File: config.mk
export PLATFORM = sky130hd
export DESIGN_NAME = fpu_sequencer
export DESIGN_NICKNAME = d
export VERILOG_FILES = /design/src/verilog/seq_instr_pkg.sv /design/src/verilog/seq_cfg_pkg.sv /design/src/verilog/seq_if.sv /design/src/verilog/instr_classifier.sv /design/src/verilog/seq_cfg_fifo.sv /design/src/verilog/seq_ringbuffer.sv /design/src/verilog/seq_controller.sv /design/src/verilog/issue_composer.sv /design/src/verilog/fpu_sequencer.sv
export SDC_FILE = /design/constraint.sdc
export NUM_CORES = 1
export LEC_CHECK = 0
export BUFFER_PORTS_ARGS = -buffer_cell sky130_fd_sc_hd__buf_2
export CAP_MARGIN = 10
export CORE_MARGIN = 3
export CORE_UTILIZATION = 60
export DETAILED_ROUTE_END_ITERATION = 10
export HOLD_SLACK_MARGIN = 0.06
export PLACE_DENSITY = 0.81
export SLEW_MARGIN = 25
export SYNTH_ARGS = -nofsm -noshare
export SYNTH_HDL_FRONTEND = slang
export SYNTH_SLANG_ARGS = --single-unit
File: constraint.sdc
create_clock -name clk_i -period 18.1 [get_ports clk_i]
set_clock_uncertainty 0.1 [all_clocks]
set_input_delay 3.62 -clock clk_i [delete_from_list [all_inputs] [get_ports clk_i]]
set_output_delay 3.62 -clock clk_i [all_outputs]
set_load 0.02 [all_outputs]
File: src/verilog/seq_instr_pkg.sv
// ~~~~~~~~~~~~~~~~~~~~~~~~~~~~~~~~~~~~~~~~~~~~~~~~~~~~~~~~~~~~~~~~~~~~~~~~~
// RISC-V instruction encodings seen by the FPU sequencer: field positions,
// opcodes, frep layout and the int/float synchronising funct5 codes.
// ~~~~~~~~~~~~~~~~~~~~~~~~~~~~~~~~~~~~~~~~~~~~~~~~~~~~~~~~~~~~~~~~~~~~~~~~~
`default_nettype none

package seq_instr_pkg;

  typedef logic [31:0] instr_t;
  typedef logic [31:0] data_t;
  typedef logic [31:0] addr_t;
  typedef logic [4:0]  reg_idx_t;
  typedef logic [4:0]  qid_t;
  typedef logic [1:0]  acc_addr_t;
  typedef logic [6:0]  opcode_t;
  typedef logic [4:0]  funct5_t;
  typedef logic [2:0]  funct3_t;

  // register fields
  localparam int unsigned RegIdxBits = 5;
  localparam int unsigned RdLsb      = 7;
  localparam int unsigned Rs1Lsb     = 15;
  localparam int unsigned Rs2Lsb     = 20;
  localparam int unsigned Rs3Lsb     = 27;
  localparam int unsigned Funct3Lsb  = 12;
  localparam int unsigned Funct5Lsb  = 27;

  // frep layout
  localparam int unsigned FrepIsOuterBit = 7;
  localparam int unsigned FrepStgMaskLsb = 8;
  localparam int unsigned FrepStgMaxLsb  = 12;
  localparam int unsigned FrepMaxInstLsb = 20;

  localparam opcode_t OpcodeFrep   = 7'b0001011;  // custom-0
  localparam opcode_t OpcodeOpFp   = 7'b1010011;
  localparam opcode_t OpcodeSystem = 7'b1110011;

  // OP-FP funct5 values that move data between the int and float side
  localparam funct5_t F5Cmp        = 5'b10100;  // feq, flt, fle
  localparam funct5_t F5MvXClass   = 5'b11100;  // fmv.x.w and fclass
  localparam funct5_t F5CvtToInt   = 5'b11000;
  localparam funct5_t F5CvtFromInt = 5'b11010;
  localparam funct5_t F5MvFromInt  = 5'b11110;

endpackage

`default_nettype wire

File: src/verilog/seq_cfg_pkg.sv
// ~~~~~~~~~~~~~~~~~~~~~~~~~~~~~~~~~~~~~~~~~~~~~~~~~~~~~~~~~~~~~~~~~~~~~~~~~
// Sequencer geometry: ring buffer and config FIFO sizes, pointer and
// counter types, and the accelerator address used for replayed issues.
// ~~~~~~~~~~~~~~~~~~~~~~~~~~~~~~~~~~~~~~~~~~~~~~~~~~~~~~~~~~~~~~~~~~~~~~~~~
`default_nettype none

package seq_cfg_pkg;

  // body ring buffer
  localparam int unsigned Depth     = 8;
  localparam int unsigned DepthBits = 3;
  localparam int unsigned RptBits   = 16;

  // ring pointer, msb is the wrap bit
  typedef logic [DepthBits:0]   ptr_t;
  typedef logic [DepthBits-1:0] idx_t;
  typedef logic [RptBits-1:0]   rpt_t;
  typedef logic [2:0]           stg_t;
  // one bit each for rd, rs1, rs2, rs3
  typedef logic [3:0]           stg_mask_t;

  // frep config FIFO
  localparam int unsigned CfgDepth   = 4;
  localparam int unsigned CfgPtrBits = 2;

  typedef logic [CfgPtrBits:0]   cfg_ptr_t;
  typedef logic [CfgPtrBits-1:0] cfg_idx_t;

  // replayed issues always target the FP subsystem
  localparam seq_instr_pkg::acc_addr_t DstAddr = 2'd1;

endpackage

`default_nettype wire

File: src/verilog/seq_if.sv
// ~~~~~~~~~~~~~~~~~~~~~~~~~~~~~~~~~~~~~~~~~~~~~~~~~~~~~~~~~~~~~~~~~~~~~~~~~
// Internal buses of the sequencer: the active frep config and the ring
// buffer read side shared by buffer, controller and composer.
// ~~~~~~~~~~~~~~~~~~~~~~~~~~~~~~~~~~~~~~~~~~~~~~~~~~~~~~~~~~~~~~~~~~~~~~~~~
`timescale 1ns/1ps
`default_nettype none

interface seq_cfg_if;
  import seq_cfg_pkg::*;

  logic      cfg_valid;
  logic      is_outer;
  idx_t      max_inst;
  rpt_t      max_rpt;
  stg_t      stg_max;
  stg_mask_t stg_mask;
  ptr_t      base_ptr;
  logic      pop;

  modport fifo (output cfg_valid, is_outer, max_inst, max_rpt, stg_max, stg_mask,
                input  base_ptr, pop);
  modport ctrl (input  cfg_valid, is_outer, max_inst, max_rpt, stg_max,
                output base_ptr, pop);
  modport comp (input  stg_mask);
endinterface

interface seq_rd_if;
  import seq_instr_pkg::*;
  import seq_cfg_pkg::*;

  ptr_t   rd_ptr;
  ptr_t   base_ptr;
  instr_t rd_instr;
  addr_t  rd_argc;
  logic   empty;
  logic   has_instr;
  logic   advance;
  ptr_t   adv_count;
  logic   next;

  modport buffer (input  rd_ptr, base_ptr, advance, adv_count,
                  output rd_instr, rd_argc, empty, has_instr);
  modport ctrl   (output rd_ptr, base_ptr, advance, adv_count, input next);
  modport comp   (input  rd_instr, rd_argc, empty, has_instr, output next);
endinterface

`default_nettype wire

File: src/verilog/instr_classifier.sv
// ~~~~~~~~~~~~~~~~~~~~~~~~~~~~~~~~~~~~~~~~~~~~~~~~~~~~~~~~~~~~~~~~~~~~~~~~~
// Sorts each offloaded instruction onto the config, buffer or direct route
// and returns the ready of the chosen route.
// ~~~~~~~~~~~~~~~~~~~~~~~~~~~~~~~~~~~~~~~~~~~~~~~~~~~~~~~~~~~~~~~~~~~~~~~~~
`timescale 1ns/1ps
`default_nettype none

module instr_classifier (
  input  seq_instr_pkg::instr_t inp_qdata_op_i,
  input  logic                  inp_qvalid_i,
  output logic                  inp_qready_o,
  output logic                  cfg_valid_o,
  input  logic                  cfg_ready_i,
  output logic                  rb_valid_o,
  input  logic                  rb_ready_i,
  output logic                  dir_valid_o,
  input  logic                  dir_ready_i
);
  import seq_instr_pkg::*;

  opcode_t opcode;
  funct5_t funct5;
  funct3_t funct3;
  logic    is_frep;
  logic    is_sync;

  assign opcode = inp_qdata_op_i[6:0];
  assign funct5 = inp_qdata_op_i[Funct5Lsb +: 5];
  assign funct3 = inp_qdata_op_i[Funct3Lsb +: 3];

  assign is_frep = (opcode == OpcodeFrep);

  // compares, classify, moves and converts across the int/float boundary,
  // plus every csr access
  always_comb begin
    is_sync = 1'b0;
    if (opcode == OpcodeOpFp) begin
      is_sync = funct5 inside {F5Cmp, F5MvXClass, F5CvtToInt, F5CvtFromInt, F5MvFromInt};
    end else if (opcode == OpcodeSystem) begin
      is_sync = (funct3 != 3'b000);
    end
  end

  assign cfg_valid_o = inp_qvalid_i && is_frep;
  assign dir_valid_o = inp_qvalid_i && !is_frep && is_sync;
  assign rb_valid_o  = inp_qvalid_i && !is_frep && !is_sync;

  assign inp_qready_o = is_frep ? cfg_ready_i :
                        is_sync ? dir_ready_i : rb_ready_i;

endmodule

`default_nettype wire

File: src/verilog/seq_cfg_fifo.sv
// ~~~~~~~~~~~~~~~~~~~~~~~~~~~~~~~~~~~~~~~~~~~~~~~~~~~~~~~~~~~~~~~~~~~~~~~~~
// Queue of decoded frep configs. Each entry carries the buffer write
// pointer at push time and only becomes active once the base reaches it.
// ~~~~~~~~~~~~~~~~~~~~~~~~~~~~~~~~~~~~~~~~~~~~~~~~~~~~~~~~~~~~~~~~~~~~~~~~~
`timescale 1ns/1ps
`default_nettype none

module seq_cfg_fifo (
  input  logic                  clk_i,
  input  logic                  arst_n_i,
  input  logic                  push_i,
  input  seq_instr_pkg::instr_t op_i,
  input  seq_cfg_pkg::rpt_t     max_rpt_i,
  input  seq_cfg_pkg::ptr_t     wr_ptr_i,
  output logic                  full_o,
  seq_cfg_if.fifo               cfg
);
  import seq_instr_pkg::*;
  import seq_cfg_pkg::*;

  logic      is_outer_q [CfgDepth];
  idx_t      max_inst_q [CfgDepth];
  rpt_t      max_rpt_q  [CfgDepth];
  stg_t      stg_max_q  [CfgDepth];
  stg_mask_t stg_mask_q [CfgDepth];
  ptr_t      tag_q      [CfgDepth];

  cfg_ptr_t wr_q, rd_q;
  cfg_idx_t wr_idx, rd_idx;
  logic     empty, push;

  assign wr_idx = wr_q[CfgPtrBits-1:0];
  assign rd_idx = rd_q[CfgPtrBits-1:0];
  assign empty  = (wr_q == rd_q);
  assign full_o = ((wr_q ^ rd_q) == cfg_ptr_t'(CfgDepth));
  assign push   = push_i && !full_o;

  always_ff @(posedge clk_i or negedge arst_n_i) begin
    if (!arst_n_i) begin
      wr_q <= '0;
      rd_q <= '0;
    end else begin
      if (push) wr_q <= wr_q + cfg_ptr_t'(1);
      if (cfg.pop) rd_q <= rd_q + cfg_ptr_t'(1);
    end
  end

  // decode frep fields on the way in
  always_ff @(posedge clk_i) begin
    if (push) begin
      is_outer_q[wr_idx] <= op_i[FrepIsOuterBit];
      max_inst_q[wr_idx] <= op_i[FrepMaxInstLsb +: DepthBits];
      stg_max_q[wr_idx]  <= op_i[FrepStgMaxLsb +: 3];
      stg_mask_q[wr_idx] <= op_i[FrepStgMaskLsb +: 4];
      max_rpt_q[wr_idx]  <= max_rpt_i;
      tag_q[wr_idx]      <= wr_ptr_i;
    end
  end

  // head applies only once the body it belongs to is at the base
  assign cfg.cfg_valid = !empty && (tag_q[rd_idx] == cfg.base_ptr);

  // inactive config reads as a single plain issue
  assign cfg.is_outer = cfg.cfg_valid && is_outer_q[rd_idx];
  assign cfg.max_inst = cfg.cfg_valid ? max_inst_q[rd_idx] : '0;
  assign cfg.max_rpt  = cfg.cfg_valid ? max_rpt_q[rd_idx]  : '0;
  assign cfg.stg_max  = cfg.cfg_valid ? stg_max_q[rd_idx]  : '0;
  assign cfg.stg_mask = cfg.cfg_valid ? stg_mask_q[rd_idx] : '0;

endmodule

`default_nettype wire

File: src/verilog/seq_ringbuffer.sv
// ~~~~~~~~~~~~~~~~~~~~~~~~~~~~~~~~~~~~~~~~~~~~~~~~~~~~~~~~~~~~~~~~~~~~~~~~~
// Body storage for replayed instructions. The controller owns the base and
// read pointers, this block owns the write pointer and the status flags.
// ~~~~~~~~~~~~~~~~~~~~~~~~~~~~~~~~~~~~~~~~~~~~~~~~~~~~~~~~~~~~~~~~~~~~~~~~~
`timescale 1ns/1ps
`default_nettype none

module seq_ringbuffer (
  input  logic                  clk_i,
  input  logic                  arst_n_i,
  input  logic                  wr_en_i,
  input  seq_instr_pkg::instr_t wr_instr_i,
  input  seq_instr_pkg::addr_t  wr_argc_i,
  output logic                  full_o,
  output seq_cfg_pkg::ptr_t     wr_ptr_o,
  seq_rd_if.buffer              rd
);
  import seq_instr_pkg::*;
  import seq_cfg_pkg::*;

  instr_t mem_op   [Depth];
  addr_t  mem_argc [Depth];

  ptr_t wr_q;
  ptr_t base_nxt;
  logic wr;

  // slots of a finishing body are free again in the same cycle
  assign base_nxt = rd.advance ? rd.base_ptr + rd.adv_count : rd.base_ptr;

  // measured from the base so a body under replay is never overwritten
  assign full_o = ((wr_q ^ base_nxt) == ptr_t'(Depth));
  assign wr     = wr_en_i && !full_o;

  always_ff @(posedge clk_i or negedge arst_n_i) begin
    if (!arst_n_i) begin
      wr_q <= '0;
    end else if (wr) begin
      wr_q <= wr_q + ptr_t'(1);
    end
  end

  always_ff @(posedge clk_i) begin
    if (wr) begin
      mem_op[wr_q[DepthBits-1:0]]   <= wr_instr_i;
      mem_argc[wr_q[DepthBits-1:0]] <= wr_argc_i;
    end
  end

  assign rd.rd_instr  = mem_op[rd.rd_ptr[DepthBits-1:0]];
  assign rd.rd_argc   = mem_argc[rd.rd_ptr[DepthBits-1:0]];
  assign rd.empty     = (rd.rd_ptr == wr_q);
  assign rd.has_instr = (rd.base_ptr != wr_q);
  assign wr_ptr_o     = wr_q;

endmodule

`default_nettype wire

File: src/verilog/seq_controller.sv
// ~~~~~~~~~~~~~~~~~~~~~~~~~~~~~~~~~~~~~~~~~~~~~~~~~~~~~~~~~~~~~~~~~~~~~~~~~
// Replay control. Steps instruction, repeat and stagger counters on every
// handed-over issue and moves the base past a body once it is finished.
// ~~~~~~~~~~~~~~~~~~~~~~~~~~~~~~~~~~~~~~~~~~~~~~~~~~~~~~~~~~~~~~~~~~~~~~~~~
`timescale 1ns/1ps
`default_nettype none

module seq_controller (
  input  logic              clk_i,
  input  logic              arst_n_i,
  seq_cfg_if.ctrl           cfg,
  seq_rd_if.ctrl            rd,
  output seq_cfg_pkg::stg_t stg_cnt_o,
  output logic              repd_o
);
  import seq_cfg_pkg::*;

  idx_t inst_q, inst_d;
  rpt_t rpt_q, rpt_d;
  stg_t stg_q, stg_d;
  stg_t stg_inc;
  ptr_t base_q, base_d;
  logic inst_last, rpt_last, seq_last;

  assign inst_last = (inst_q == cfg.max_inst);
  assign rpt_last  = (rpt_q == cfg.max_rpt);
  assign seq_last  = inst_last && rpt_last;

  // stagger wraps after stg_max
  assign stg_inc = (stg_q == cfg.stg_max) ? '0 : stg_q + stg_t'(1);

  assign rd.base_ptr  = base_q;
  assign cfg.base_ptr = base_q;
  assign rd.rd_ptr    = base_q + ptr_t'(inst_q);
  assign rd.adv_count = ptr_t'(cfg.max_inst) + ptr_t'(1);
  assign rd.advance   = seq_last && rd.next;
  assign cfg.pop      = rd.advance && cfg.cfg_valid;

  assign base_d = rd.advance ? base_q + rd.adv_count : base_q;

  always_comb begin
    inst_d = inst_q;
    rpt_d  = rpt_q;
    stg_d  = stg_q;
    if (rd.next) begin
      if (cfg.is_outer) begin
        // whole body per repeat
        if (inst_last) begin
          inst_d = '0;
          rpt_d  = rpt_last ? '0 : rpt_q + rpt_t'(1);
          stg_d  = rpt_last ? '0 : stg_inc;
        end else begin
          inst_d = inst_q + idx_t'(1);
        end
      end else begin
        // each instruction repeated back to back
        if (rpt_last) begin
          rpt_d  = '0;
          inst_d = inst_last ? '0 : inst_q + idx_t'(1);
          stg_d  = '0;
        end else begin
          rpt_d = rpt_q + rpt_t'(1);
          stg_d = stg_inc;
        end
      end
    end
  end

  always_ff @(posedge clk_i or negedge arst_n_i) begin
    if (!arst_n_i) begin
      inst_q <= '0;
      rpt_q  <= '0;
      stg_q  <= '0;
      base_q <= '0;
    end else begin
      inst_q <= inst_d;
      rpt_q  <= rpt_d;
      stg_q  <= stg_d;
      base_q <= base_d;
    end
  end

  assign stg_cnt_o = stg_q;
  assign repd_o    = (rpt_q != '0);

endmodule

`default_nettype wire

File: src/verilog/issue_composer.sv
// ~~~~~~~~~~~~~~~~~~~~~~~~~~~~~~~~~~~~~~~~~~~~~~~~~~~~~~~~~~~~~~~~~~~~~~~~~
// Output stage. Staggers register fields of replayed instructions and
// gives the ring buffer priority over the direct path.
// ~~~~~~~~~~~~~~~~~~~~~~~~~~~~~~~~~~~~~~~~~~~~~~~~~~~~~~~~~~~~~~~~~~~~~~~~~
`timescale 1ns/1ps
`default_nettype none

module issue_composer (
  seq_cfg_if.comp                  cfg,
  seq_rd_if.comp                   rd,
  input  seq_cfg_pkg::stg_t        stg_cnt_i,
  input  logic                     repd_i,
  input  seq_instr_pkg::acc_addr_t inp_qaddr_i,
  input  seq_instr_pkg::qid_t      inp_qid_i,
  input  seq_instr_pkg::instr_t    inp_qdata_op_i,
  input  seq_instr_pkg::data_t     inp_qdata_arga_i,
  input  seq_instr_pkg::data_t     inp_qdata_argb_i,
  input  seq_instr_pkg::addr_t     inp_qdata_argc_i,
  input  logic                     dir_valid_i,
  output logic                     dir_ready_o,
  output seq_instr_pkg::acc_addr_t oup_qaddr_o,
  output seq_instr_pkg::qid_t      oup_qid_o,
  output seq_instr_pkg::instr_t    oup_qdata_op_o,
  output seq_instr_pkg::data_t     oup_qdata_arga_o,
  output seq_instr_pkg::data_t     oup_qdata_argb_o,
  output seq_instr_pkg::addr_t     oup_qdata_argc_o,
  output logic                     oup_qdata_repd_o,
  output logic                     oup_qvalid_o,
  input  logic                     oup_qready_i
);
  import seq_instr_pkg::*;
  import seq_cfg_pkg::*;

  instr_t   seq_op;
  reg_idx_t stg_ext;

  assign stg_ext = reg_idx_t'(stg_cnt_i);

  // register indices wrap modulo 32
  always_comb begin
    seq_op = rd.rd_instr;
    if (cfg.stg_mask[0]) seq_op[RdLsb +: RegIdxBits] = seq_op[RdLsb +: RegIdxBits] + stg_ext;
    if (cfg.stg_mask[1]) seq_op[Rs1Lsb +: RegIdxBits] = seq_op[Rs1Lsb +: RegIdxBits] + stg_ext;
    if (cfg.stg_mask[2]) seq_op[Rs2Lsb +: RegIdxBits] = seq_op[Rs2Lsb +: RegIdxBits] + stg_ext;
    if (cfg.stg_mask[3]) seq_op[Rs3Lsb +: RegIdxBits] = seq_op[Rs3Lsb +: RegIdxBits] + stg_ext;
  end

  always_comb begin
    oup_qvalid_o     = dir_valid_i;
    oup_qaddr_o      = inp_qaddr_i;
    oup_qid_o        = inp_qid_i;
    oup_qdata_op_o   = inp_qdata_op_i;
    oup_qdata_arga_o = inp_qdata_arga_i;
    oup_qdata_argb_o = inp_qdata_argb_i;
    oup_qdata_argc_o = inp_qdata_argc_i;
    oup_qdata_repd_o = 1'b0;
    dir_ready_o      = oup_qready_i;
    rd.next          = 1'b0;
    // direct requests wait until the buffer has drained
    if (rd.has_instr) begin
      oup_qvalid_o     = !rd.empty;
      oup_qaddr_o      = DstAddr;
      oup_qid_o        = '0;
      oup_qdata_op_o   = seq_op;
      oup_qdata_arga_o = '0;
      oup_qdata_argb_o = '0;
      oup_qdata_argc_o = rd.rd_argc;
      oup_qdata_repd_o = repd_i;
      dir_ready_o      = 1'b0;
      rd.next          = !rd.empty && oup_qready_i;
    end
  end

endmodule

`default_nettype wire

File: src/verilog/fpu_sequencer.sv
// ~~~~~~~~~~~~~~~~~~~~~~~~~~~~~~~~~~~~~~~~~~~~~~~~~~~~~~~~~~~~~~~~~~~~~~~~~
// FPU instruction sequencer top. Sits between the core offload port and
// the FP subsystem and replays frep loop bodies.
// ~~~~~~~~~~~~~~~~~~~~~~~~~~~~~~~~~~~~~~~~~~~~~~~~~~~~~~~~~~~~~~~~~~~~~~~~~
`timescale 1ns/1ps
`default_nettype none

module fpu_sequencer (
  input  logic                     clk_i,
  input  logic                     arst_n_i,
  input  seq_instr_pkg::acc_addr_t inp_qaddr_i,
  input  seq_instr_pkg::qid_t      inp_qid_i,
  input  seq_instr_pkg::instr_t    inp_qdata_op_i,
  input  seq_instr_pkg::data_t     inp_qdata_arga_i,
  input  seq_instr_pkg::data_t     inp_qdata_argb_i,
  input  seq_instr_pkg::addr_t     inp_qdata_argc_i,
  input  logic                     inp_qvalid_i,
  output logic                     inp_qready_o,
  output seq_instr_pkg::acc_addr_t oup_qaddr_o,
  output seq_instr_pkg::qid_t      oup_qid_o,
  output seq_instr_pkg::instr_t    oup_qdata_op_o,
  output seq_instr_pkg::data_t     oup_qdata_arga_o,
  output seq_instr_pkg::data_t     oup_qdata_argb_o,
  output seq_instr_pkg::addr_t     oup_qdata_argc_o,
  output logic                     oup_qdata_repd_o,
  output logic                     oup_qvalid_o,
  input  logic                     oup_qready_i
);
  import seq_cfg_pkg::*;

  logic cfg_valid, cfg_full;
  logic rb_valid, rb_full;
  logic dir_valid, dir_ready;
  ptr_t wr_ptr;
  stg_t stg_cnt;
  logic repd;

  seq_cfg_if cfg_if ();
  seq_rd_if  rd_if ();

  instr_classifier i_classifier (
    .inp_qdata_op_i (inp_qdata_op_i),
    .inp_qvalid_i   (inp_qvalid_i),
    .inp_qready_o   (inp_qready_o),
    .cfg_valid_o    (cfg_valid),
    .cfg_ready_i    (!cfg_full),
    .rb_valid_o     (rb_valid),
    .rb_ready_i     (!rb_full),
    .dir_valid_o    (dir_valid),
    .dir_ready_i    (dir_ready)
  );

  // repeat count comes in on operand a
  seq_cfg_fifo i_cfg_fifo (
    .clk_i     (clk_i),
    .arst_n_i  (arst_n_i),
    .push_i    (cfg_valid),
    .op_i      (inp_qdata_op_i),
    .max_rpt_i (inp_qdata_arga_i[RptBits-1:0]),
    .wr_ptr_i  (wr_ptr),
    .full_o    (cfg_full),
    .cfg       (cfg_if.fifo)
  );

  seq_ringbuffer i_ringbuffer (
    .clk_i      (clk_i),
    .arst_n_i   (arst_n_i),
    .wr_en_i    (rb_valid),
    .wr_instr_i (inp_qdata_op_i),
    .wr_argc_i  (inp_qdata_argc_i),
    .full_o     (rb_full),
    .wr_ptr_o   (wr_ptr),
    .rd         (rd_if.buffer)
  );

  seq_controller i_controller (
    .clk_i     (clk_i),
    .arst_n_i  (arst_n_i),
    .cfg       (cfg_if.ctrl),
    .rd        (rd_if.ctrl),
    .stg_cnt_o (stg_cnt),
    .repd_o    (repd)
  );

  issue_composer i_composer (
    .cfg              (cfg_if.comp),
    .rd               (rd_if.comp),
    .stg_cnt_i        (stg_cnt),
    .repd_i           (repd),
    .inp_qaddr_i      (inp_qaddr_i),
    .inp_qid_i        (inp_qid_i),
    .inp_qdata_op_i   (inp_qdata_op_i),
    .inp_qdata_arga_i (inp_qdata_arga_i),
    .inp_qdata_argb_i (inp_qdata_argb_i),
    .inp_qdata_argc_i (inp_qdata_argc_i),
    .dir_valid_i      (dir_valid),
    .dir_ready_o      (dir_ready),
    .oup_qaddr_o      (oup_qaddr_o),
    .oup_qid_o        (oup_qid_o),
    .oup_qdata_op_o   (oup_qdata_op_o),
    .oup_qdata_arga_o (oup_qdata_arga_o),
    .oup_qdata_argb_o (oup_qdata_argb_o),
    .oup_qdata_argc_o (oup_qdata_argc_o),
    .oup_qdata_repd_o (oup_qdata_repd_o),
    .oup_qvalid_o     (oup_qvalid_o),
    .oup_qready_i     (oup_qready_i)
  );

endmodule

`default_nettype wire

# == Yosys cells after proc, flatten, opt, wreduce, memory -nomap -nowiden ==
# Memories as Yosys holds them, arrays and structs flattened.
# Index checks and enable logic that the tools add are counted.
# classes
n_reduce_logical,24
n_addsub,13
n_eq_ne,18
n_mux,37
bitwise,2
# ops
cell,count
$mux 32,4
$mux 16,4
$mux 3,9
$eq 5x5->1 const B,5
$mux 5,5
$add 5x3->5,4
$add 16x1->16 const B,1
$eq 16x16->1,1
$reduce_bool 16->1,1
$eq 7x7->1 const B,2
$add 3x1->3 const B,4
$logic_and 1x1->1,12
$mux 1,12
$eq 3x3->1,3
$eq 4x4->1,2
$mux 4,2
$eq 7x4->1 const B,1
$logic_not 1->1,6
$reduce_bool 5->1,1
$add 3x1->4 const B,1
$add 4x1->4 const B,1
$add 4x3->4,1
$add 4x4->4,1
$eq 4x4->1 const B,1
other kinds (9),10
# word_totals
mem_count,8
wordCells,109
ff_bits,36
mem_bits_rw,636
input_bits,139
# mem_list
memory,words,word_bits,read_ports,rd_clocked_by_memory_dff,write_ports,line,text
i_ringbuffer.mem_argc,8,32,1,0,1,seq_ringbuffer.sv:22,addr_t mem_argc [Depth];
i_ringbuffer.mem_op,8,32,1,0,1,seq_ringbuffer.sv:21,instr_t mem_op [Depth];
i_cfg_fifo.max_rpt_q,4,16,1,0,1,seq_cfg_fifo.sv:23,rpt_t max_rpt_q [CfgDepth];
i_cfg_fifo.stg_mask_q,4,4,1,0,1,seq_cfg_fifo.sv:25,stg_mask_t stg_mask_q [CfgDepth];
i_cfg_fifo.tag_q,4,4,1,0,1,seq_cfg_fifo.sv:26,ptr_t tag_q [CfgDepth];
i_cfg_fifo.max_inst_q,4,3,1,0,1,seq_cfg_fifo.sv:22,idx_t max_inst_q [CfgDepth];
+2 memories,--,--,--,--,--,--,

# == Logic depth before layout (Yosys ltp) ==
# logic_depth
ltp_word,14
ltp_mapped,18
mapped_depth_nobuf,15

# == By module ==
# From an unflattened synthesis, not the netlist that was laid out.
# hier_totals
hier_cells,1559
hier_area_um2,28995.3
# modules_own_cells
mod,area_per_inst_um2,instances,cells_each,seq_area_each_um2
seq_ringbuffer,19743.9,1,813,15474.8
seq_cfg_fifo,5181.2,1,259,3873.7
issue_composer,1973.1,1,259,0.0
seq_controller,1941.9,1,208,650.6
instr_classifier,147.6,1,18,0.0
fpu_sequencer,7.5,1,2,0.0

# == Worst setup path after synthesis ==
# Ideal clock, no wire load.
# synth_timing
path_type,input -> register
start,input inp_qdata_op_i[29]
end,"memory i_ringbuffer.mem_argc[0][0] in the netlist's numbering, enable pin"
n_path_buf,0
setup_slack_ns,6.313
arrival_ns,11.021
t_required_ns,17.334
stages,6
path_cell_list,nor2b_1 -> o211ai_1 -> a2111oi_0 -> nor2_1 -> nand2b_1 -> nor4b_1
# synth_via
elab_chain_cells,8
word_cells_on_any_way,12
classes_between,eq/ne: 5; mux: 3; reduce/logical: 4
# synth_rtl
item,line,text
"start, declared",fpu_sequencer.sv:13,"input seq_instr_pkg::instr_t inp_qdata_op_i,"
$eq 5x5->1,instr_classifier.sv:38,"is_sync = funct5 inside {F5Cmp, F5MvXClass, F5CvtToInt, F5CvtFromInt, F5MvFromInt};"
$reduce_bool 5->1 (*),instr_classifier.sv:38,
$mux 1 (*),instr_classifier.sv:37,if (opcode == OpcodeOpFp) begin
$logic_not 1->1 (*),instr_classifier.sv:46,assign rb_valid_o = inp_qvalid_i && !is_frep && !is_sync;
$logic_and 1x1->1 (*),instr_classifier.sv:46,
$logic_and 1x1->1 (*),seq_ringbuffer.sv:33,assign wr = wr_en_i && !full_o;
$mux 1 (*),seq_ringbuffer.sv:44,if (wr) begin
$mux 1 (not written as such) (*),seq_ringbuffer.sv:46,mem_argc[wr_q[DepthBits-1:0]] <= wr_argc_i;
"end, declared",seq_ringbuffer.sv:22,
# Every way passes the cells marked *; elsewhere a longest branch is shown, timed or not.

# == Final worst setup path ==
# layout_timing
start,register i_controller.inst_q[0]
end,output oup_qdata_op_o[24]
# layout_via
elab_chain_cells,5
# layout_rtl
item,line,text
"start, declared",seq_controller.sv:18,"idx_t inst_q, inst_d;"
"start signal, assigned",seq_controller.sv:76,inst_q <= inst_d;
$add 4x3->4 (*),seq_controller.sv:34,assign rd.rd_ptr = base_q + ptr_t'(inst_q);
$mem_v2 8x32 (*),--,
$add 5x3->5,issue_composer.sv:44,if (cfg.stg_mask[2]) seq_op[Rs2Lsb +: RegIdxBits] = seq_op[Rs2Lsb +: RegIdxBits] + stg_ext;
$mux 5 (*),issue_composer.sv:44,
$mux 32 (*),issue_composer.sv:60,if (rd.has_instr) begin
"end, declared",fpu_sequencer.sv:21,"output seq_instr_pkg::instr_t oup_qdata_op_o,"
# Marks and branches as above.

==> qor.yml <==
cp.required_ps: 14380
min_to: "i_cfg_fifo.rd_q[2]$_DFFE_PN0P_"
status: "finished clean"
finalSetupViolCount: 0
path_max_fanout: 73
core_mm2: 0.0467
cap_violations: 0
drc: 0
hold_depth: 1
drt-total-wl_mm: 62.8
row_count: 79
slew_violations: 0
dpl.hpwl_mm: 36.5
ff2ff_path_depth: 14
worst_pin_slew_ps: 1030
die_area_mm2: 0.0499
route.antenna.remaining_nets: 0
cts.htree.levels: 3
wl_met3_mm: 5.04
root_buffer: "clkbuf_16"
ys_seq_area_share_pct: 70.5
min_from: "i_cfg_fifo.rd_q[2]$_DFFE_PN0P_"
period_share_pct: 50.9
ctsResizeCount: 0
clock.fmax_mhz: 108
yosysUniqueCellTypes: 59
critPathCaptureType: "primary output"
min_path_type: "reg2reg"
post_cts_buffers: 0
yosys_warnings: 0
p_per_area_mw_per_mm2: 202
fp.dieW_um: 223
syn_inst: 1584
tns_ps: 0
r2r_setup_slack_ps: 11910
synthTopCellsByArea: "edfxtp_1 67%, mux4_2 12%, dfrtp_1 3.2%, mux2i_1 2.3%, o21ai_0 1.8%"
placed_cell_area_mm2: 0.0305
crit_path_max_incr_delay_ps: 1360
pre_cts_ws_ps: 8980
met1_length_mm: 25.3
start_kind: "flip-flop"
drive_gt1_share_pct: 30.5
ctsHoldBuffers: 0
vias_per_cell: 6.17
n_fill_cell: 2857
wl_per_cell_um: 24.7
design_area_mm2: 0.0327
holdWs_ps: 399
rsz0062_at_grt: "false"
hold_viol: 0
ys_seq_elements: 672
synth_nets: 1757
cts_tree: "yes"
crit_chain: "ha_4, fa_4, buf_6, mux4_2, mux2_2, ha_1, inv_1, fa_1, nor2b_1, o211ai_1, xnor2_1, o21ai_0, buf_2"
start_util_pct: 60.8
finalCriticalPeriod_ps: 9220
cp.arrival_ps: 5500
fin_nets: 2051
yosys.area.top_type: "edfxtp_1"
insertion_delay_ps: 590
worstReg2RegEnd: "i_ringbuffer.mem_op[6][30]$_DFFE_PP_"
vdd_drop_max_uv: 209
die_height_um: 223
cts_buffer_depth: 3
grt_pass1_wl_mm: 96.1
final_cell_mix: "636 x edfxtp_1, 276 x buf_2, 150 x mux4_2"
critPathKind: "reg2out"
grt_max_degree: 111
antenna_found_initial: 12
boundaryPins: 277
wl_met2_mm: 31.1
netlist_area_mm2: 0.0284
syn_to_final_growth_pct: 15.1
grt_pass1_vias: 15971
post_synth.cell_area_avg_um2: 17.9
cts_buffers: 68
cts_num_sinks: 672
top_layer_used: "met5"
io_buffers: 276
yosys_most_used_dff: "edfxtp_1"
slowest_stage: "fa_4"
max_slew_margin_pct: 30.7
gp_routability_congestion: 0.911
drt_pass1_iterations: 5
leakagePower_nw: 11.3
final_common_cell: "edfxtp_1"
timing.final.ws_setup_ps: 8880
async_reset_ff_share_pct: 5.36
clk_pin_slew_ps: 60
synth_edf_count: 636
synth_top_area_share_pct: 67.3
regToRegStartpoint: "i_controller.inst_q[0]$_DFFE_PN0P_"
drt_iter0_markers: 1632
grt_use_total_pct: 25.6
grt_overflow_total: 0
via_count: 15679
[per-stage QoR]
step                      power, mW  cells  utilization (%)
after global placement         5.22   2414             65.3
final                          6.60   2542             70.0
after CTS                      6.65   2537             69.9
after floorplan                4.31   1584                -
after detailed placement       5.29   2415             65.4
after global routing           6.94   2540             70.0
[synth_stat cells (3+ instances only)]
master / number
nor2b_1: 9
fa_1: 6
nor4_1: 6
a21o_1: 3
clkbuf_1: 54
nand4_1: 4
nand3_1: 21
and3_1: 9
buf_1: 15
nor2_1: 50
mux2i_1: 65
o31ai_1: 3
mux4_2: 150
xor2_1: 24
o21ai_1: 5
buf_2: 7
nand2b_1: 7
xnor2_1: 41
nor3_1: 11
a21oi_1: 14
inv_1: 22
mux4_1: 5
buf_4: 5
mux2_2: 18
a22oi_1: 5
o21ai_0: 101
edfxtp_1: 636
ha_1: 28
dfrtp_1: 36
nor3b_1: 5
o211ai_1: 4
and2_1: 77
nand3b_1: 9
nand2_1: 99
[where the power goes]
part | internal [mW] | switching [mW]
logic | 1.33 | 1.94
clock network | 0.765 | 0.563
registers | 1.91 | 0.0828
[state kept, by name (all words and copies together) (netlist names)]
name,cells
i_cfg_fifo.is_outer_q,4
i_cfg_fifo.max_inst_q,12
i_cfg_fifo.max_rpt_q,64
i_cfg_fifo.rd_q,3
i_cfg_fifo.stg_mask_q,16
i_cfg_fifo.stg_max_q,12
i_cfg_fifo.tag_q,16
i_cfg_fifo.wr_q,3
i_controller.cfg.base_ptr,4
i_controller.inst_q,3
i_controller.rpt_q,16
i_controller.stg_cnt_o,3
i_ringbuffer.mem_argc,256
i_ringbuffer.mem_op,256
i_ringbuffer.wr_ptr_o,4
[layout make-up]
cell class                      instances  area [µm²]  share of cell area, %
Antenna cell                            5        12.5                 0.0383
Inverter                               22        82.6                  0.253
Multi-Input combinational cell        807        8040                   24.6
Sequential cell                       672       20000                   61.3
Timing Repair Buffer                  307        1650                   5.05
Tap cell                              607         759                   2.33
Clock inverter                         36         264                  0.809
Clock buffer                           86        1840                   5.64
[critical path, delay by kind of cell, from the launching register on]
kind / cells / cell delay [ps]
multiplexers: 2 / 710
AND/OR/NAND/NOR: 1 / 60
flip-flops: 1 / 460
adder cells (fa/ha/maj): 4 / 1980
XOR/XNOR: 1 / 130
AO/OA/AOI/OAI: 2 / 470
buffers and inverters: 3 / 990
[worst max path at each step]
stage | start | endpoint | slack (ps) | cells past startpoint
floorplan | inp_qdata_op_i[29] | i_ringbuffer.mem_argc[0][0]$_DFFE_PP_ | 6310 | 6
global placement | inp_qdata_op_i[5] | inp_qready_o | 8960 | 8
detailed placement | inp_qdata_op_i[29] | inp_qready_o | 8980 | 8
CTS | i_controller.inst_q[0]$_DFFE_PN0P_ | oup_qdata_op_o[24] | 8590 | 13
global route | i_controller.inst_q[0]$_DFFE_PN0P_ | oup_qdata_op_o[21] | 8670 | 12
finish | i_controller.inst_q[0]$_DFFE_PN0P_ | oup_qdata_op_o[24] | 8880 | 13
[layer usage]
metal  vias to the layer above  global-route usage, %
li1                       6826                      -
met1                      8088                   36.2
met2                       652                   40.8
met3                        99                   5.55
met4                        14                   7.99
met5                         -                      0
[kinds of logic after synthesis]
kind of cell	synth area share, %
xor gates and xnor gates	2.01
muxes	15.4
and+or+nand+nor	5.75
AOI/OAI and AO/OA	3.13
buffers and inverters	1.55
adders and majority gates	1.66
DFF	70.5
Power figures use the tool's default switching activity.
